File: src/mem_shim_macros.svh
`ifndef MEM_SHIM_MACROS_SVH
`define MEM_SHIM_MACROS_SVH

// Line address width, kept small so that same-line hazards are common
`define MEM_ADDR_W 6

// Width of one line of data
`define MEM_DATA_W 32

// Tag the AFU attaches to every request and expects back
`define MEM_MDATA_W 8

// Reorder buffer depth and the matching read tag width
`define MEM_RD_SLOTS 8
`define MEM_RD_TAG_W 3

// Number of writes that may be in flight to the fabric at once
`define MEM_WR_SLOTS 4
`define MEM_WR_TAG_W 2

`endif

File: src/mem_shim_pkg.sv
package mem_shim_pkg;

    // ==================================================
    // Request opcode
    // ==================================================

    // One bit is enough, since the shim only moves single-line
    // reads and writes
    typedef enum logic
    {
        REQ_RD = 1'b0,
        REQ_WR = 1'b1
    } req_kind_t;

    // ==================================================
    // Reorder buffer slot state
    // ==================================================

    // A slot is FREE until a read allocates it, WAITs for the fabric,
    // then holds its data as FULL until it reaches the head
    typedef enum logic [1:0]
    {
        SLOT_FREE = 2'd0,
        SLOT_WAIT = 2'd1,
        SLOT_FULL = 2'd2
    } slot_state_t;

endpackage

File: src/mem_shim_top.sv
`timescale 1ns/1ps

`include "mem_shim_macros.svh"

module mem_shim_top
(
    input  logic                      clk,
    input  logic                      rst,

    // AFU request channel
    input  logic                      afu_req_valid,
    input  mem_shim_pkg::req_kind_t   afu_req_kind,
    input  logic [`MEM_ADDR_W-1:0]    afu_req_addr,
    input  logic [`MEM_DATA_W-1:0]    afu_req_data,
    input  logic [`MEM_MDATA_W-1:0]   afu_req_mdata,
    output logic                      afu_req_full,

    // AFU response channels
    output logic                      afu_rd_rsp_valid,
    output logic [`MEM_DATA_W-1:0]    afu_rd_rsp_data,
    output logic [`MEM_MDATA_W-1:0]   afu_rd_rsp_mdata,
    output logic                      afu_wr_rsp_valid,
    output logic [`MEM_MDATA_W-1:0]   afu_wr_rsp_mdata,

    // FIU request channel
    output logic                      fiu_req_valid,
    output mem_shim_pkg::req_kind_t   fiu_req_kind,
    output logic [`MEM_ADDR_W-1:0]    fiu_req_addr,
    output logic [`MEM_DATA_W-1:0]    fiu_req_data,
    output logic [`MEM_RD_TAG_W-1:0]  fiu_req_tag,
    input  logic                      fiu_req_full,

    // FIU response channels
    input  logic                      fiu_rd_rsp_valid,
    input  logic [`MEM_RD_TAG_W-1:0]  fiu_rd_rsp_tag,
    input  logic [`MEM_DATA_W-1:0]    fiu_rd_rsp_data,
    input  logic                      fiu_wr_rsp_valid,
    input  logic [`MEM_RD_TAG_W-1:0]  fiu_wr_rsp_tag
);

    // Availability and allocation between the issuer and the two tables
    logic                      rd_slot_free;
    logic [`MEM_RD_TAG_W-1:0]  rd_alloc_tag;
    logic                      rd_alloc;
    logic                      wr_slot_free;
    logic [`MEM_WR_TAG_W-1:0]  wr_alloc_tag;
    logic                      wr_alloc;
    logic                      addr_hazard;

    // ==================================================
    // Read reorder buffer
    // ==================================================

    rd_rsp_sort rd_sort
    (
        .clk,
        .rst,
        .rd_alloc,
        .afu_req_mdata,
        .rd_slot_free,
        .rd_alloc_tag,
        .fiu_rd_rsp_valid,
        .fiu_rd_rsp_tag,
        .fiu_rd_rsp_data,
        .afu_rd_rsp_valid,
        .afu_rd_rsp_data,
        .afu_rd_rsp_mdata
    );

    // Write slots and same-line ordering sit beside the sorter
    wr_order_guard wr_guard
    (
        .clk,
        .rst,
        .wr_alloc,
        .afu_req_addr,
        .afu_req_mdata,
        .wr_slot_free,
        .wr_alloc_tag,
        .addr_hazard,
        .fiu_wr_rsp_valid,
        .fiu_wr_rsp_tag,
        .afu_wr_rsp_valid,
        .afu_wr_rsp_mdata
    );

    // ==================================================
    // Request issue to the fabric
    // ==================================================

    req_issue issue
    (
        .clk,
        .rst,
        .afu_req_valid,
        .afu_req_kind,
        .afu_req_addr,
        .afu_req_data,
        .afu_req_full,
        .rd_slot_free,
        .rd_alloc_tag,
        .wr_slot_free,
        .wr_alloc_tag,
        .addr_hazard,
        .rd_alloc,
        .wr_alloc,
        .fiu_req_full,
        .fiu_req_valid,
        .fiu_req_kind,
        .fiu_req_addr,
        .fiu_req_data,
        .fiu_req_tag
    );

endmodule

File: src/rd_rsp_sort.sv
`timescale 1ns/1ps

`include "mem_shim_macros.svh"

module rd_rsp_sort
(
    input  logic                      clk,
    input  logic                      rst,

    // Allocation of the tail slot by the request issuer
    input  logic                      rd_alloc,
    input  logic [`MEM_MDATA_W-1:0]   afu_req_mdata,
    output logic                      rd_slot_free,
    output logic [`MEM_RD_TAG_W-1:0]  rd_alloc_tag,

    // Out-of-order responses from the fabric
    input  logic                      fiu_rd_rsp_valid,
    input  logic [`MEM_RD_TAG_W-1:0]  fiu_rd_rsp_tag,
    input  logic [`MEM_DATA_W-1:0]    fiu_rd_rsp_data,

    // In-order responses to the AFU
    output logic                      afu_rd_rsp_valid,
    output logic [`MEM_DATA_W-1:0]    afu_rd_rsp_data,
    output logic [`MEM_MDATA_W-1:0]   afu_rd_rsp_mdata
);

    // Per-slot state, the AFU tag saved at request time and the line
    // returned by the fabric
    mem_shim_pkg::slot_state_t slot_state [`MEM_RD_SLOTS];
    logic [`MEM_MDATA_W-1:0]   slot_mdata [`MEM_RD_SLOTS];
    logic [`MEM_DATA_W-1:0]    slot_data  [`MEM_RD_SLOTS];

    // Tail allocates new reads, head releases them in request order
    logic [`MEM_RD_TAG_W-1:0]  tail;
    logic [`MEM_RD_TAG_W-1:0]  head;

    // The head slot has its data and can leave this cycle
    logic                      head_ready;

    // ==================================================
    // Allocation side
    // ==================================================

    // Slots are handed out strictly in ring order, so only the tail
    // slot matters for availability
    assign rd_slot_free = (slot_state[tail] == mem_shim_pkg::SLOT_FREE);
    assign rd_alloc_tag = tail;

    assign head_ready = (slot_state[head] == mem_shim_pkg::SLOT_FULL);

    // ==================================================
    // Slot state and pointers
    // ==================================================

    // The three updates never touch the same slot in one cycle:
    // allocation hits a FREE slot, a response a WAIT slot and the
    // release a FULL slot
    always_ff @(posedge clk)
    begin
        if (rst)
        begin
            for (int i = 0; i < `MEM_RD_SLOTS; i++)
            begin
                slot_state[i] <= mem_shim_pkg::SLOT_FREE;
            end
            tail <= '0;
            head <= '0;
        end
        else
        begin
            if (rd_alloc)
            begin
                slot_state[tail] <= mem_shim_pkg::SLOT_WAIT;
                tail <= tail + 1'b1;
            end

            // A response may target any waiting slot
            if (fiu_rd_rsp_valid)
            begin
                slot_state[fiu_rd_rsp_tag] <= mem_shim_pkg::SLOT_FULL;
            end

            // The slot is freed at the same edge its data moves out
            if (head_ready)
            begin
                slot_state[head] <= mem_shim_pkg::SLOT_FREE;
                head <= head + 1'b1;
            end
        end
    end

    // Payload storage needs no reset, since state guards every read
    always_ff @(posedge clk)
    begin
        if (rd_alloc)
        begin
            slot_mdata[tail] <= afu_req_mdata;
        end
        if (fiu_rd_rsp_valid)
        begin
            slot_data[fiu_rd_rsp_tag] <= fiu_rd_rsp_data;
        end
    end

    // ==================================================
    // Registered release to the AFU
    // ==================================================

    always_ff @(posedge clk)
    begin
        if (rst)
        begin
            afu_rd_rsp_valid <= 1'b0;
        end
        else
        begin
            afu_rd_rsp_valid <= head_ready;
        end
    end

    // Data and tag only change when a response actually leaves
    always_ff @(posedge clk)
    begin
        if (head_ready)
        begin
            afu_rd_rsp_data  <= slot_data[head];
            afu_rd_rsp_mdata <= slot_mdata[head];
        end
    end

endmodule

File: src/req_issue.sv
`timescale 1ns/1ps

`include "mem_shim_macros.svh"

module req_issue
(
    input  logic                      clk,
    input  logic                      rst,

    // Request presented by the AFU
    input  logic                      afu_req_valid,
    input  mem_shim_pkg::req_kind_t   afu_req_kind,
    input  logic [`MEM_ADDR_W-1:0]    afu_req_addr,
    input  logic [`MEM_DATA_W-1:0]    afu_req_data,
    output logic                      afu_req_full,

    // Availability from the sorter and the write guard
    input  logic                      rd_slot_free,
    input  logic [`MEM_RD_TAG_W-1:0]  rd_alloc_tag,
    input  logic                      wr_slot_free,
    input  logic [`MEM_WR_TAG_W-1:0]  wr_alloc_tag,
    input  logic                      addr_hazard,
    output logic                      rd_alloc,
    output logic                      wr_alloc,

    // Request channel to the fabric
    input  logic                      fiu_req_full,
    output logic                      fiu_req_valid,
    output mem_shim_pkg::req_kind_t   fiu_req_kind,
    output logic [`MEM_ADDR_W-1:0]    fiu_req_addr,
    output logic [`MEM_DATA_W-1:0]    fiu_req_data,
    output logic [`MEM_RD_TAG_W-1:0]  fiu_req_tag
);

    logic                      is_rd;
    logic                      slot_ok;
    logic                      accept;
    logic [`MEM_RD_TAG_W-1:0]  issue_tag;

    // ==================================================
    // Accept decision
    // ==================================================

    assign is_rd = (afu_req_kind == mem_shim_pkg::REQ_RD);

    // Each kind only needs a slot in its own table
    assign slot_ok = is_rd ? rd_slot_free : wr_slot_free;

    // Full follows the presented request even when valid is low,
    // so the AFU sees the stall before it commits
    assign afu_req_full = fiu_req_full | ~slot_ok | addr_hazard;
    assign accept       = afu_req_valid & ~afu_req_full;

    // The matching table claims its slot at the accept edge
    assign rd_alloc = accept & is_rd;
    assign wr_alloc = accept & ~is_rd;

    // Write tags are zero-extended into the shared fabric tag field
    assign issue_tag = is_rd ? rd_alloc_tag
                             : {{(`MEM_RD_TAG_W - `MEM_WR_TAG_W){1'b0}}, wr_alloc_tag};

    // ==================================================
    // Registered fabric request
    // ==================================================

    always_ff @(posedge clk)
    begin
        if (rst)
        begin
            fiu_req_valid <= 1'b0;
        end
        else
        begin
            fiu_req_valid <= accept;
        end
    end

    // Payload is only loaded for an accepted request
    always_ff @(posedge clk)
    begin
        if (accept)
        begin
            fiu_req_kind <= afu_req_kind;
            fiu_req_addr <= afu_req_addr;
            fiu_req_data <= afu_req_data;
            fiu_req_tag  <= issue_tag;
        end
    end

endmodule

File: src/wr_order_guard.sv
`timescale 1ns/1ps

`include "mem_shim_macros.svh"

module wr_order_guard
(
    input  logic                      clk,
    input  logic                      rst,

    // Allocation by the request issuer, with the presented request
    input  logic                      wr_alloc,
    input  logic [`MEM_ADDR_W-1:0]    afu_req_addr,
    input  logic [`MEM_MDATA_W-1:0]   afu_req_mdata,
    output logic                      wr_slot_free,
    output logic [`MEM_WR_TAG_W-1:0]  wr_alloc_tag,
    output logic                      addr_hazard,

    // Write completions from the fabric, tag in the shared fabric width
    input  logic                      fiu_wr_rsp_valid,
    input  logic [`MEM_RD_TAG_W-1:0]  fiu_wr_rsp_tag,

    // Write responses to the AFU with mdata restored
    output logic                      afu_wr_rsp_valid,
    output logic [`MEM_MDATA_W-1:0]   afu_wr_rsp_mdata
);

    // One entry per write in flight
    logic [`MEM_WR_SLOTS-1:0]  busy;
    logic [`MEM_ADDR_W-1:0]    slot_addr  [`MEM_WR_SLOTS];
    logic [`MEM_MDATA_W-1:0]   slot_mdata [`MEM_WR_SLOTS];

    // Write tags only use the low bits of the fabric tag field
    logic [`MEM_WR_TAG_W-1:0]  rsp_slot;

    assign rsp_slot     = fiu_wr_rsp_tag[`MEM_WR_TAG_W-1:0];
    assign wr_slot_free = ~&busy;

    // ==================================================
    // Lowest free slot and same-line hazard
    // ==================================================

    // Scanning from the top leaves the lowest free index last
    always_comb
    begin
        wr_alloc_tag = '0;
        for (int i = `MEM_WR_SLOTS - 1; i >= 0; i--)
        begin
            if (!busy[i])
            begin
                wr_alloc_tag = i[`MEM_WR_TAG_W-1:0];
            end
        end
    end

    // Any request, read or write, to a line with a write still in
    // flight must wait until that write completes
    always_comb
    begin
        addr_hazard = 1'b0;
        for (int i = 0; i < `MEM_WR_SLOTS; i++)
        begin
            if (busy[i] && (slot_addr[i] == afu_req_addr))
            begin
                addr_hazard = 1'b1;
            end
        end
    end

    // ==================================================
    // Slot table
    // ==================================================

    // Allocation takes a free slot and a response frees a busy one,
    // so both can happen at one edge without conflict
    always_ff @(posedge clk)
    begin
        if (rst)
        begin
            busy             <= '0;
            afu_wr_rsp_valid <= 1'b0;
        end
        else
        begin
            if (wr_alloc)
            begin
                busy[wr_alloc_tag] <= 1'b1;
            end
            if (fiu_wr_rsp_valid)
            begin
                busy[rsp_slot] <= 1'b0;
            end
            afu_wr_rsp_valid <= fiu_wr_rsp_valid;
        end
    end

    // Address, mdata and the outgoing tag are plain payload
    always_ff @(posedge clk)
    begin
        if (wr_alloc)
        begin
            slot_addr[wr_alloc_tag]  <= afu_req_addr;
            slot_mdata[wr_alloc_tag] <= afu_req_mdata;
        end
        if (fiu_wr_rsp_valid)
        begin
            afu_wr_rsp_mdata <= slot_mdata[rsp_slot];
        end
    end

endmodule
File: config.mk
export PLATFORM = sky130hd
export DESIGN_NAME = mem_shim_top
export DESIGN_NICKNAME = d
export VERILOG_FILES = /design/src/mem_shim_pkg.sv /design/src/mem_shim_top.sv /design/src/rd_rsp_sort.sv /design/src/req_issue.sv /design/src/wr_order_guard.sv
export VERILOG_INCLUDE_DIRS = /design/src /design/src/src
export SDC_FILE = /design/constraint.sdc
export NUM_CORES = 1
export LEC_CHECK = 0
export ABC_AREA = 1
export ABC_CLOCK_PERIOD_IN_PS = 2100
export BUFFER_PORTS_ARGS = -buffer_cell sky130_fd_sc_hd__buf_2
export CAP_MARGIN = 20
export CORE_ASPECT_RATIO = 0.9
export CORE_UTILIZATION = 50
export DETAILED_ROUTE_END_ITERATION = 8
export GPL_TIMING_DRIVEN = 0
export PLACE_DENSITY = 0.74
export SYNTH_ARGS = -nofsm -noshare
export SYNTH_HDL_FRONTEND = slang
export SYNTH_SLANG_ARGS = --single-unit
File: constraint.sdc
create_clock -name clk -period 2.1 [get_ports clk]
set_input_delay 0 -clock clk [delete_from_list [all_inputs] [get_ports clk]]
set_output_delay 0 -clock clk [all_outputs]
set_load 0.02 [all_outputs]
==> results of run 1 <==
cell type report:
type | count | area share
inverters | 106 | 0.0188
repair buffers | 306 | 0.0975
repair inverters | 3 | 0.000978
clock buffers | 69 | 0.0591
multi-input cells | 578 | 0.146
clock inverters | 13 | 0.00429
well taps | 476 | 0.0259
plain buffers | 40 | 0.00945
flip-flops and latches | 501 | 0.638
worst reg2reg max path, stage by stage (launching register included):
cell and delay [ps]:
sky130_fd_sc_hd__edfxtp_1 400, sky130_fd_sc_hd__inv_1 80, sky130_fd_sc_hd__nand2_2 50, sky130_fd_sc_hd__nand2_2 70, sky130_fd_sc_hd__inv_1 40, sky130_fd_sc_hd__nand2_1 50, sky130_fd_sc_hd__nor2_1 40, sky130_fd_sc_hd__nand2_1 80
sky130_fd_sc_hd__nand2_2 70, sky130_fd_sc_hd__nor2_4 100, sky130_fd_sc_hd__nand4_4 110, sky130_fd_sc_hd__buf_6 150, sky130_fd_sc_hd__nor2_4 130, sky130_fd_sc_hd__inv_2 60, sky130_fd_sc_hd__nor3b_4 240, sky130_fd_sc_hd__buf_6 190
flip-flops by register name (all words and copies together) (netlist names), 3 cells and up, named ones only:
| name | count |
|---|---|
| issue.fiu_req_addr | 6 |
| issue.fiu_req_data | 32 |
| issue.fiu_req_tag | 3 |
| rd_sort.afu_rd_rsp_data | 32 |
| rd_sort.afu_rd_rsp_mdata | 8 |
| rd_sort.head | 3 |
| rd_sort.rd_alloc_tag | 3 |
| rd_sort.slot_data | 256 |
| rd_sort.slot_mdata | 64 |
| rd_sort.slot_state | 16 |
| wr_guard.afu_wr_rsp_mdata | 8 |
| wr_guard.busy | 4 |
| wr_guard.slot_addr | 24 |
| wr_guard.slot_mdata | 32 |
through the flow:
stage,area [µm²],TNS (ps)
final,23000,-600
after detailed placement,20200,-62730
after global routing,23000,-13410
after floorplan,18400,0
after CTS,22800,-2260
after global placement,19900,-408050
kinds of logic (layout without fill, tap and decap cells):
group                    count (synthesis)  count (layout)  share of synthesized area
adder cells (fa/ha/maj)                  2               2                    0.00136
AND/OR/NAND/NOR                        401             401                     0.0992
flip-flops                             501             501                      0.798
buffers and inverters                  146             537                     0.0306
AO/OA/AOI/OAI                          175             175                     0.0711
routing by layer:
layer / share of wire / GRT usage
met1: 0.41 / 0.298
met2: 0.50 / 0.399
met3: 0.069 / 0.0378
met4: 0.022 / 0.0645
met5: 0 / 0
cell usage after synthesis, types with 2 or more instances:
master	count
sky130_fd_sc_hd__buf_1	2
sky130_fd_sc_hd__inv_2	12
sky130_fd_sc_hd__nand3_2	4
sky130_fd_sc_hd__o21ai_1	4
sky130_fd_sc_hd__nand2_1	211
sky130_fd_sc_hd__a21oi_1	30
sky130_fd_sc_hd__ha_1	2
sky130_fd_sc_hd__edfxtp_1	466
sky130_fd_sc_hd__inv_1	93
sky130_fd_sc_hd__nor2_2	2
sky130_fd_sc_hd__a221oi_1	33
sky130_fd_sc_hd__dfxtp_1	35
sky130_fd_sc_hd__nor2_1	52
sky130_fd_sc_hd__nand3_1	76
sky130_fd_sc_hd__o21ai_0	7
sky130_fd_sc_hd__clkbuf_1	25
sky130_fd_sc_hd__buf_2	13
sky130_fd_sc_hd__a21oi_2	4
sky130_fd_sc_hd__a22o_1	33
sky130_fd_sc_hd__nor3_1	2
sky130_fd_sc_hd__nand3b_1	8
sky130_fd_sc_hd__a22oi_1	58
sky130_fd_sc_hd__nand4_1	39
sky130_fd_sc_hd__nor2_4	2
sky130_fd_sc_hd__o311ai_0	4
power by group:
group | switching [µW] | internal [µW]
clock | 3450 | 4600
combinational | 1470 | 755
sequential | 136 | 11500
total | 5060 | 16800
worst max-delay path by stage:
stage | slack (ps) | cells after the start | start | endpoint
6_report | -60 | 15 | wr_guard.slot_addr[2][3] | wr_guard.slot_mdata[0][6]
5_1_grt | -190 | 15 | wr_guard.slot_addr[1][3] | wr_guard.slot_mdata[0][1]
4_1_cts | -60 | 14 | wr_guard.slot_addr[2][3] | wr_guard.slot_mdata[3][6]
3_5_place_dp | -440 | 10 | wr_guard.slot_addr[0][5] | rd_sort.rd_alloc_tag[0]
3_3_place_gp | -1440 | 7 | fiu_rd_rsp_tag[0] | rd_sort.slot_state[2][0]
2_1_floorplan | 30 | 13 | wr_guard.slot_addr[2][3] | wr_guard.slot_addr[0][0]
repair_timing:
item                                    4_1_cts  5_1_grt
gates resized for setup                      42       58
buffers inserted                             16       14
pin swaps                                     9       17
hold buffers                                 84        0
endpoints found under the setup margin      257      230
endpoints found under the hold margin       451        0
gates cloned                                  1        2
==> metrics.log, run 1 <==
[metrics] cell taking the most area after synthesis: sky130_fd_sc_hd__edfxtp_1
[metrics] Via density: 5.56
[metrics] leakage power: 0.00834 µW
[metrics] length of the first detailed-routing pass in iterations: 5
[metrics] initial core utilization: 0.509
[metrics] unrepaired setup endpoints after global routing: yes
[metrics] global placer's final weighted congestion: 0.853
[metrics] detail-routed net length per standard cell: 20.8 µm
[metrics] Final setup violation count: 20
[metrics] Rows: 66
[metrics] Buf+Inv Stages, Crit Path: 5
[metrics] max-slew violation total from the final report: 0
[metrics] area taken by multi-input logic gates: 3360 µm²
[metrics] number of global-route vias before repair: 11,500
[metrics] worst hold slack across all endpoints: 21.2 ps
[metrics] nets@finish: 1,676
[metrics] total congestion overflow after global routing: 0
[metrics] CTS tree: done
[metrics] wirelength, routed: 43.4 mm
[metrics] unique cell type count in the Yosys netlist: 33
[metrics] Residual DRC: 0
[metrics] clock tree skew after final layout: 23.4 ps
[metrics] startpoint of the tightest hold check path: fiu_rd_rsp_tag[1]
[metrics] area added between synthesis and finish: 25.0%
[metrics] TritonCTS sink count: 501
[metrics] run status: finished with violations
[metrics] clock latency on the worst-skew pair: 570 ps
[metrics] Max-Cap Viols: 0
[metrics] required time of the worst setup path: 2360 ps
[metrics] maximum number of pins on one net before global-route repair: 27
[metrics] fraction of synthesis flops using an asynchronous set or reset pin: 0
[metrics] CTS H-tree depth: 2
[metrics] ordered list of cells on the worst path: inv_1 -> nand2_2 -> nand2_2 -> inv_1 -> nand2_1 -> nor2_1 -> nand2_1 -> nand2_2 -> nor2_4 -> nand4_4 -> buf_6 -> nor2_4 -> inv_2 -> nor3b_4 -> buf_6
[metrics] final-report hold violation count: 0
[metrics] synthesized instance count: 1,225
[metrics] port buffer count: 183
[metrics] filler cell count: 2,519
[metrics] data arrival at the endpoint of the critical path: 2420 ps
[metrics] 1st-iter DRT viols: 1,154
[metrics] Antenna diodes: 0
[metrics] area of the mapped netlist: 18,400 µm²
[metrics] number of enable-type register cells in the synthesized netlist: 466
[metrics] die height: 184 µm
[metrics] type of the worst min-delay path: primary input to flop
[metrics] worst hold path depth: 4
[metrics] element type at the critical path end: flop
[metrics] Period minus WS final: 2160 ps
[metrics] area occupied by registers: 14,700 µm²
[metrics] total global-route track usage: 0.230
[metrics] register bit count reported by yosys: 501
[metrics] share of cells above drive strength 1: 0.244
[metrics] failing checks: negative setup slack
[metrics] Worst-Margin Slew: 752 ps
[metrics] post-synthesis average cell area: 15.0 µm²
[metrics] Root Driver: sky130_fd_sc_hd__clkbuf_16
[metrics] post-layout util: 0.637
[metrics] ANT nets after route: 0
[metrics] slowest CP cell: sky130_fd_sc_hd__edfxtp_1
[metrics] standard cell core area: 36,200 µm²
[metrics] wire length of the first global-routing pass: 64.4 mm
[metrics] Syn Nets: 1,318
[metrics] R2R Path End: wr_guard.slot_mdata[0][6]
[metrics] cell types with the largest area share after synthesis: sky130_fd_sc_hd__edfxtp_1 76%, sky130_fd_sc_hd__nand2_1 4.3%, sky130_fd_sc_hd__dfxtp_1 3.8%
[metrics] power density relative to cell area: 950 nW/µm²
[metrics] number of vias after detailed routing: 11,600
[metrics] Register-to-Register Path Depth: 15
[metrics] most used cells in the layout excluding fill and tap cells: 466 x sky130_fd_sc_hd__edfxtp_1, 205 x sky130_fd_sc_hd__nand2_1, 192 x sky130_fd_sc_hd__buf_2
[metrics] cell family with most CP delay: simple AND/OR/NAND/NOR gates
[metrics] Yosys top cell area share: 0.760
[metrics] most frequent cell on the critical path: sky130_fd_sc_hd__nand2_2
[metrics] slew margin rel.: 0.499
[metrics] fraction of the yosys area taken by sequential cells: 0.798
[metrics] number of antenna violations at the first check in global routing: 0
[metrics] Final WS setup: -55.8 ps
[metrics] dpl ws: -440 ps
[metrics] Worst Path Class, Setup: flop to flop
[metrics] Highest Clock Rate: 464 MHz
[metrics] Die W: 204 µm
[metrics] non-filler cells in the finished layout: 2,092
[metrics] Ports: 185
[metrics] instance count after placement with tap cells included: 1,893
[metrics] critical path startpoint category: flop
[metrics] CTS buffer count: 47
[metrics] Overall Power: 21,900 µW
[metrics] DIE AREA: 37,600 µm²
[metrics] half-perimeter wire length of the detailed placement result: 26.7 mm
[metrics] number of buffers on the longest clock path: 3
[metrics] most common library cell in the layout ignoring fill and taps: sky130_fd_sc_hd__edfxtp_1
[metrics] maximum cell stage delay along the critical path: 400 ps
[metrics] top_reg_cell synth: sky130_fd_sc_hd__edfxtp_1
[metrics] highest fanout seen on the critical path: 8
[metrics] Hold Path End: rd_sort.slot_data[4][6]
[metrics] start of the worst register-to-register path: wr_guard.slot_addr[2][3]
[metrics] number of synthesis warnings: 0
[metrics] final cycle utilization of the critical path: 1.03
[metrics] worst vdd rail ir drop: 931 µV
[metrics] Worst-path clk slew: 60 ps
[metrics] flop2flop setup slack: -60 ps
No activity file was read; power rests on OpenSTA's default activity.
==> inputs of run 2 (changes only) <==
CAP_MARGIN = 40   (was 20)
SETUP_SLACK_MARGIN = 0.1   (was default)
==> metrics.log, run 2 (same netlist as run 1, synthesis figures left out) <==
[metrics] detail-routed net length per standard cell: 21.3 µm (was 20.8 µm)
[metrics] 1st-iter DRT viols: 985 (was 1,154)
[metrics] clock latency on the worst-skew pair: 590 ps (was 570 ps)
[metrics] post-layout util: 0.648 (was 0.637)
[metrics] nets@finish: 1,684 (was 1,676)
[metrics] Largest register FFs: 256 (unchanged)
[metrics] number of buffers on the longest clock path: 3 (unchanged)
[metrics] Period minus WS final: 2140 ps (was 2160 ps)
[metrics] CTS H-tree depth: 2 (unchanged)
[metrics] port buffer count: 183 (unchanged)
[metrics] power density relative to cell area: 968 nW/µm² (was 950 nW/µm²)
[metrics] Via density: 5.56 (about the same)
[metrics] final-report hold violation count: 0 (unchanged)
[metrics] standard cell core area: 36,200 µm² (unchanged)
[metrics] most used cells in the layout excluding fill and tap cells: 466 x sky130_fd_sc_hd__edfxtp_1, 200 x sky130_fd_sc_hd__nand2_1, 190 x sky130_fd_sc_hd__buf_2 (was 466 x sky130_fd_sc_hd__edfxtp_1, 205 x sky130_fd_sc_hd__nand2_1, 192 x sky130_fd_sc_hd__buf_2)
[metrics] required time of the worst setup path: 2390 ps (was 2360 ps)
[metrics] part of the power in registers: 0.511 (was 0.530)
[metrics] slew margin rel.: 0.546 (was 0.499)
[metrics] critical path startpoint category: flop (unchanged)
[metrics] Internal Power: 17,300 µW (was 16,800 µW)
[metrics] Die W: 204 µm (unchanged)
[metrics] element type at the critical path end: flop (unchanged)
[metrics] net switching power: 5370 µW (was 5060 µW)
[metrics] Residual DRC: 0 (unchanged)
[metrics] half-perimeter wire length of the detailed placement result: 27.0 mm (was 26.7 mm)
[metrics] area taken by multi-input logic gates: 3400 µm² (was 3360 µm²)
[metrics] total global-route track usage: 0.234 (was 0.230)
[metrics] total congestion overflow after global routing: 0 (unchanged)
[metrics] Rows: 66 (unchanged)
[metrics] Highest Clock Rate: 468 MHz (was 464 MHz)
[metrics] worst hold path depth: 4 (unchanged)
[metrics] Root Driver: sky130_fd_sc_hd__clkbuf_16 (unchanged)
[metrics] relative contribution of the clock network to total power: 0.384 (was 0.368)
[metrics] wirelength, routed: 44.9 mm (was 43.4 mm)
[metrics] highest fanout seen on the critical path: 4 (was 8)
[metrics] register bank with the most flops: rd_sort.slot_data (unchanged)
[metrics] final cycle utilization of the critical path: 1.02 (was 1.03)
[metrics] number of vias after detailed routing: 11,700 (was 11,600)
[metrics] Worst Path Class, Setup: flop to flop (unchanged)
[metrics] leakage power: 0.00853 µW (was 0.00834 µW)
[metrics] maximum number of pins on one net before global-route repair: 41 (was 27)
[metrics] R2R Path End: wr_guard.slot_addr[0][5] (was wr_guard.slot_mdata[0][6])
[metrics] Worst-path clk slew: 60 ps (about the same)
[metrics] Hold Path End: rd_sort.slot_data[4][3] (was rd_sort.slot_data[4][6])
[metrics] wire length of the first global-routing pass: 65.5 mm (was 64.4 mm)
[metrics] CTS tree: done (unchanged)
[metrics] fraction of power spent switching nets: 0.237 (was 0.231)
[metrics] most common library cell in the layout ignoring fill and taps: sky130_fd_sc_hd__edfxtp_1 (unchanged)
[metrics] start of the worst register-to-register path: wr_guard.slot_addr[2][2] (was wr_guard.slot_addr[2][3])
[metrics] Max-Cap Viols: 0 (unchanged)
[metrics] worst vdd rail ir drop: 801 µV (was 931 µV)
[metrics] area added between synthesis and finish: 27.3% (was 25.0%)
[metrics] dpl ws: -356 ps (was -440 ps)
[metrics] filler cell count: 2,467 (was 2,519)
[metrics] unrepaired setup endpoints after global routing: yes (unchanged)
[metrics] startpoint of the tightest hold check path: fiu_rd_rsp_tag[1] (unchanged)
[metrics] flop2flop setup slack: -40 ps (was -60 ps)
[metrics] Final WS setup: -38.7 ps (was -55.8 ps)
[metrics] number of global-route vias before repair: 11,600 (was 11,500)
[metrics] Comb power frac: 0.104 (was 0.102)
[metrics] share of cells above drive strength 1: 0.259 (was 0.244)
[metrics] TritonCTS sink count: 501 (unchanged)
[metrics] worst hold slack across all endpoints: 19.4 ps (was 21.2 ps)
[metrics] data arrival at the endpoint of the critical path: 2430 ps (was 2420 ps)
[metrics] global placer's final weighted congestion: 0.846 (was 0.853)
[metrics] CTS buffer count: 50 (was 47)
[metrics] max-slew violation total from the final report: 0 (unchanged)
[metrics] ANT nets after route: 0 (unchanged)
[metrics] run status: finished with violations (unchanged)
[metrics] Register-to-Register Path Depth: 14 (was 15)
[metrics] Top Registers: rd_sort.slot_data x256, rd_sort.slot_mdata x64 (unchanged)
[metrics] length of the first detailed-routing pass in iterations: 7 (was 5)
[metrics] die height: 184 µm (unchanged)
[metrics] initial core utilization: 0.509 (unchanged)
[metrics] clock tree skew after final layout: 39.9 ps (was 23.4 ps)
[metrics] DIE AREA: 37,600 µm² (unchanged)
[metrics] Final setup violation count: 15 (was 20)
[metrics] accumulated negative setup slack: -465 ps (was -600 ps)
[metrics] number of antenna violations at the first check in global routing: 1 (was 0)
[metrics] Worst-Margin Slew: 679 ps (was 752 ps)
[metrics] area occupied by registers: 14,700 µm² (about the same)
[metrics] Overall Power: 22,700 µW (was 21,900 µW)
[metrics] Ports: 185 (unchanged)
[metrics] failing checks: negative setup slack (unchanged)
[metrics] type of the worst min-delay path: primary input to flop (unchanged)
-- run 2: cell count changes in the layout (fill, tap and decap cells not counted), sizes merged --
cell	previous run	this run
clkbuf	94	91
buf	237	246
inv	98	99
clkinv	12	18
bufinv	1	4
diode	0	1
-- run 2: power groups by stage --
stage	Clock (µW)	Combinational (µW)	Sequential, µW
2_1_floorplan	0	830	12100
6_report	8720	2360	11600
5_1_grt	9180	2530	11600
3_5_place_dp	0	2010	11800
3_3_place_gp	0	1910	11800
4_1_cts	8800	2240	11600
-- run 2: layer usage --
| metal | up-vias | routed length (µm) | GRT usage |
|---|---|---|---|
| met2 | 554 | 22300 | 0.399 |
| met4 | 0 | 1070 | 0.0740 |
| met3 | 83 | 3290 | 0.0390 |
| li1 | 5336 | - | - |
| met5 | - | 0 | 0 |
| met1 | 5756 | 18200 | 0.306 |
-- run 2: worst max path at each step --
stage,startpoint,to,slack (ps),cells after the start
floorplan,wr_guard.slot_addr[2][3],wr_guard.slot_addr[0][0],40,13
global placement,fiu_rd_rsp_tag[2],rd_sort.slot_data[1][0],-1370,4
detailed placement,wr_guard.slot_addr[3][0],wr_guard.slot_mdata[0][0],-360,11
CTS,wr_guard.slot_addr[2][3],wr_guard.slot_addr[0][3],-40,15
global route,wr_guard.slot_addr[2][2],wr_guard.slot_addr[0][2],-100,13
finish,wr_guard.slot_addr[2][2],wr_guard.slot_addr[0][5],-40,14
-- run 2: cell type report --
cell class / count / area share
clock buffer: 67 / 0.0574
tap: 476 / 0.0254
timing repair buffer: 314 / 0.104
antenna: 1 / 0.000107
inverter: 106 / 0.0184
multi-input combinational: 578 / 0.145
buffer: 40 / 0.0102
clock inverter: 26 / 0.0117
sequential: 501 / 0.627
-- run 2: critical path, cell delays in order, from the launching register on --
cell	delay (ps)
sky130_fd_sc_hd__edfxtp_1	430
sky130_fd_sc_hd__inv_2	80
sky130_fd_sc_hd__nand2_2	70
sky130_fd_sc_hd__nand2_1	60
sky130_fd_sc_hd__nand2_2	70
sky130_fd_sc_hd__nor2_1	30
sky130_fd_sc_hd__nand2_1	80
sky130_fd_sc_hd__nand2_2	70
sky130_fd_sc_hd__nor2_4	100
sky130_fd_sc_hd__nand4_4	160
sky130_fd_sc_hd__nor2_4	170
sky130_fd_sc_hd__inv_2	60
sky130_fd_sc_hd__nor3b_4	220
sky130_fd_sc_hd__buf_6	140
sky130_fd_sc_hd__buf_6	110
-- run 2: timing repair --
action                                  CTS  global route
gates resized for setup                  75            46
endpoints found under the hold margin   455             0
buffers inserted                         20            12
endpoints found under the setup margin  216           214
pin swaps                                10            15
gates cloned                              1             4
hold buffers                             84             0
-- run 2: metrics by stage --
stage	cells	instance area, µm²
finish	2109	23400
global route	2109	23400
CTS	2093	23100
detailed placement	1895	20300
global placement	1884	20000
floorplan	1225	18500
==> inputs of run 3 (changes only) <==
CAP_MARGIN = 20   (was 40)
CELL_PAD_IN_SITES_DETAIL_PLACEMENT = 0   (was default)
CELL_PAD_IN_SITES_GLOBAL_PLACEMENT = 1   (was default)
CORE_UTILIZATION = 44   (was 50)
PLACE_DENSITY = 0.77   (was 0.74)
==> metrics.log, run 3 (same netlist as run 1, synthesis figures left out) <==
[metrics] required time of the worst setup path: 2400 ps (was 2390 ps)
[metrics] most common library cell in the layout ignoring fill and taps: sky130_fd_sc_hd__edfxtp_1 (unchanged)
[metrics] Top Registers: rd_sort.slot_data x256, rd_sort.slot_mdata x64 (unchanged)
[metrics] Rows: 70 (was 66)
[metrics] Die W: 218 µm (was 204 µm)
[metrics] Final WS setup: -45.8 ps (was -38.7 ps)
[metrics] critical path startpoint category: flop (unchanged)
[metrics] accumulated negative setup slack: -386 ps (was -465 ps)
[metrics] Largest register FFs: 256 (unchanged)
[metrics] cell family with most CP delay: simple AND/OR/NAND/NOR gates (unchanged)
[metrics] Highest Clock Rate: 466 MHz (was 468 MHz)
[metrics] standard cell core area: 41,000 µm² (was 36,200 µm²)
[metrics] Worst Path Class, Setup: flop to flop (unchanged)
[metrics] final cycle utilization of the critical path: 1.02 (about the same)
[metrics] clock tree skew after final layout: 19.3 ps (was 39.9 ps)
[metrics] number of global-route vias before repair: 11,200 (was 11,600)
[metrics] initial core utilization: 0.449 (was 0.509)
[metrics] fraction of power spent switching nets: 0.236 (was 0.237)
[metrics] TritonCTS sink count: 501 (unchanged)
[metrics] maximum cell stage delay along the critical path: 380 ps (was 430 ps)
[metrics] relative contribution of the clock network to total power: 0.389 (was 0.384)
[metrics] share of cells above drive strength 1: 0.254 (was 0.259)
[metrics] Comb power frac: 0.100 (was 0.104)
[metrics] run status: finished with violations (unchanged)
[metrics] Residual DRC: 0 (unchanged)
[metrics] net switching power: 5360 µW (was 5370 µW)
[metrics] total congestion overflow after global routing: 0 (unchanged)
[metrics] clock latency on the worst-skew pair: 590 ps (about the same)
[metrics] leakage power: 0.00845 µW (was 0.00853 µW)
[metrics] power density relative to cell area: 972 nW/µm² (was 968 nW/µm²)
[metrics] DIE AREA: 42,700 µm² (was 37,600 µm²)
[metrics] Period minus WS final: 2150 ps (was 2140 ps)
[metrics] maximum number of pins on one net before global-route repair: 28 (was 41)
[metrics] ordered list of cells on the worst path: inv_1 -> nand2_1 -> nand2_2 -> inv_1 -> nand2_1 -> nor2_1 -> nand2_1 -> nand2_2 -> nor2_4 -> nand4_4 -> nor2_4 -> inv_2 -> nor3b_4 -> buf_4 -> clkbuf_16 (was inv_2 -> nand2_2 -> nand2_1 -> nand2_2 -> nor2_1 -> nand2_1 -> nand2_2 -> nor2_4 -> nand4_4 -> nor2_4 -> inv_2 -> nor3b_4 -> buf_6 -> buf_6)
[metrics] Internal Power: 17,400 µW (was 17,300 µW)
[metrics] Final setup violation count: 14 (was 15)
[metrics] slowest CP cell: sky130_fd_sc_hd__edfxtp_1 (unchanged)
[metrics] type of the worst min-delay path: primary input to flop (unchanged)
[metrics] wirelength, routed: 44.7 mm (was 44.9 mm)
[metrics] data arrival at the endpoint of the critical path: 2440 ps (was 2430 ps)
[metrics] number of antenna violations at the first check in global routing: 2 (was 1)
[metrics] worst vdd rail ir drop: 698 µV (was 801 µV)
[metrics] area added between synthesis and finish: 27.0% (was 27.3%)
[metrics] register bank with the most flops: rd_sort.slot_data (unchanged)
[metrics] most used cells in the layout excluding fill and tap cells: 466 x sky130_fd_sc_hd__edfxtp_1, 204 x sky130_fd_sc_hd__nand2_1, 188 x sky130_fd_sc_hd__buf_2 (was 466 x sky130_fd_sc_hd__edfxtp_1, 200 x sky130_fd_sc_hd__nand2_1, 190 x sky130_fd_sc_hd__buf_2)
[metrics] Worst-Margin Slew: 661 ps (was 679 ps)
[metrics] final-report hold violation count: 0 (unchanged)
[metrics] length of the first detailed-routing pass in iterations: 5 (was 7)
[metrics] number of vias after detailed routing: 11,400 (was 11,700)
[metrics] standard cell area after detailed placement: 20,300 µm² (about the same)
[metrics] detail-routed net length per standard cell: 20.6 µm (was 21.3 µm)
[metrics] Max-Cap Viols: 0 (unchanged)
[metrics] element type at the critical path end: flop (unchanged)
[metrics] slew margin rel.: 0.560 (was 0.546)
[metrics] CTS buffer count: 49 (was 50)
[metrics] Via density: 5.25 (was 5.56)
[metrics] wire length of the first global-routing pass: 66.5 mm (was 65.5 mm)
[metrics] unrepaired setup endpoints after global routing: yes (unchanged)
[metrics] total global-route track usage: 0.209 (was 0.234)
[metrics] global placer's final weighted congestion: 0.823 (was 0.846)
[metrics] die height: 196 µm (was 184 µm)
[metrics] part of the power in registers: 0.510 (was 0.511)
[metrics] Root Driver: sky130_fd_sc_hd__clkbuf_16 (unchanged)
[metrics] half-perimeter wire length of the detailed placement result: 27.5 mm (was 27.0 mm)
[metrics] nets@finish: 1,677 (was 1,684)
[metrics] number of buffers on the longest clock path: 3 (unchanged)
[metrics] Worst-path clk slew: 60 ps (about the same)
[metrics] highest fanout seen on the critical path: 6 (was 4)
[metrics] ANT nets after route: 0 (unchanged)
[metrics] 1st-iter DRT viols: 1,048 (was 985)
[metrics] Overall Power: 22,700 µW (about the same)
[metrics] CTS tree: done (unchanged)
[metrics] most frequent cell on the critical path: sky130_fd_sc_hd__nand2_1 (was sky130_fd_sc_hd__nand2_2)
[metrics] failing checks: negative setup slack (unchanged)
[metrics] finished layout cell area: 23,400 µm² (about the same)
[metrics] max-slew violation total from the final report: 0 (unchanged)
[metrics] Ports: 185 (unchanged)
[metrics] port buffer count: 183 (unchanged)
[metrics] CTS H-tree depth: 2 (unchanged)
[metrics] Buf+Inv Stages, Crit Path: 5 (was 4)
## run 3: power groups by stage
| stage | Combinational (µW) | Clock, µW | Sequential, µW |
|---|---|---|---|
| floorplan | 830 | 0 | 12100 |
| global placement | 1930 | 0 | 11800 |
| detailed placement | 2010 | 0 | 11800 |
| CTS | 2230 | 8970 | 11600 |
| global route | 2470 | 9370 | 11600 |
| finish | 2280 | 8850 | 11600 |
## run 3: final timing paths
kind                            startpoint  cells after the start  slack (ps)                   endpoint
setup / recovery  wr_guard.slot_addr[2][3]                     15         -50  wr_guard.slot_mdata[0][7]
hold / removal               afu_req_valid                      5           4           wr_guard.busy[3]
setup reg to reg  wr_guard.slot_addr[2][3]                     15         -50  wr_guard.slot_mdata[0][7]
hold reg to reg   rd_sort.slot_state[0][1]                      2         480   rd_sort.slot_state[0][1]
## run 3: routing by layer
metal,wire length (µm),track usage,up-vias
li1,-,-,5331
met5,0,0,-
met4,725,0.0485,0
met3,2700,0.0360,60
met2,21600,0.348,380
met1,19600,0.288,5611
## run 3: cell type report
class / instances / area, µm²
Clock buffer: 62 / 1330
Tap cell: 540 / 676
Timing Repair inverter: 4 / 30.0
Inverter: 106 / 435
Buffer: 40 / 253
Antenna cell: 2 / 5.00
Timing Repair Buffer: 304 / 2280
Clock inverter: 30 / 305
Multi-Input combinational cell: 578 / 3380
Sequential cell: 501 / 14700
Fill cell: 3211 / 17600
## run 3: tightest hold or removal path: cells and delay by family
kind / cells / cell delay [ps]
AO/OA/AOI/OAI: 1 / 70
AND/OR/NAND/NOR: 3 / 320
buffers and inverters: 1 / 150
## run 3: timing repair
action,in CTS,in global routing
endpoints found under the setup margin,259,229
gates cloned,2,3
pin swaps,20,18
buffers inserted,17,10
endpoints found under the hold margin,458,0
resized for setup,70,40
hold buffers,85,0
## run 3: per-stage QoR
stage / utilization / std cells / setup WS (ps) / hold WS, ps
global placement: 0.489 / 1948 / -1440 / 178
finish: 0.571 / 2167 / -45.8 / 4.24
floorplan: - / 1225 / 44.4 / 98.9
global route: 0.571 / 2167 / -173 / 7.47
detailed placement: 0.495 / 1957 / -521 / 178
CTS: 0.565 / 2153 / -75.4 / 10.2
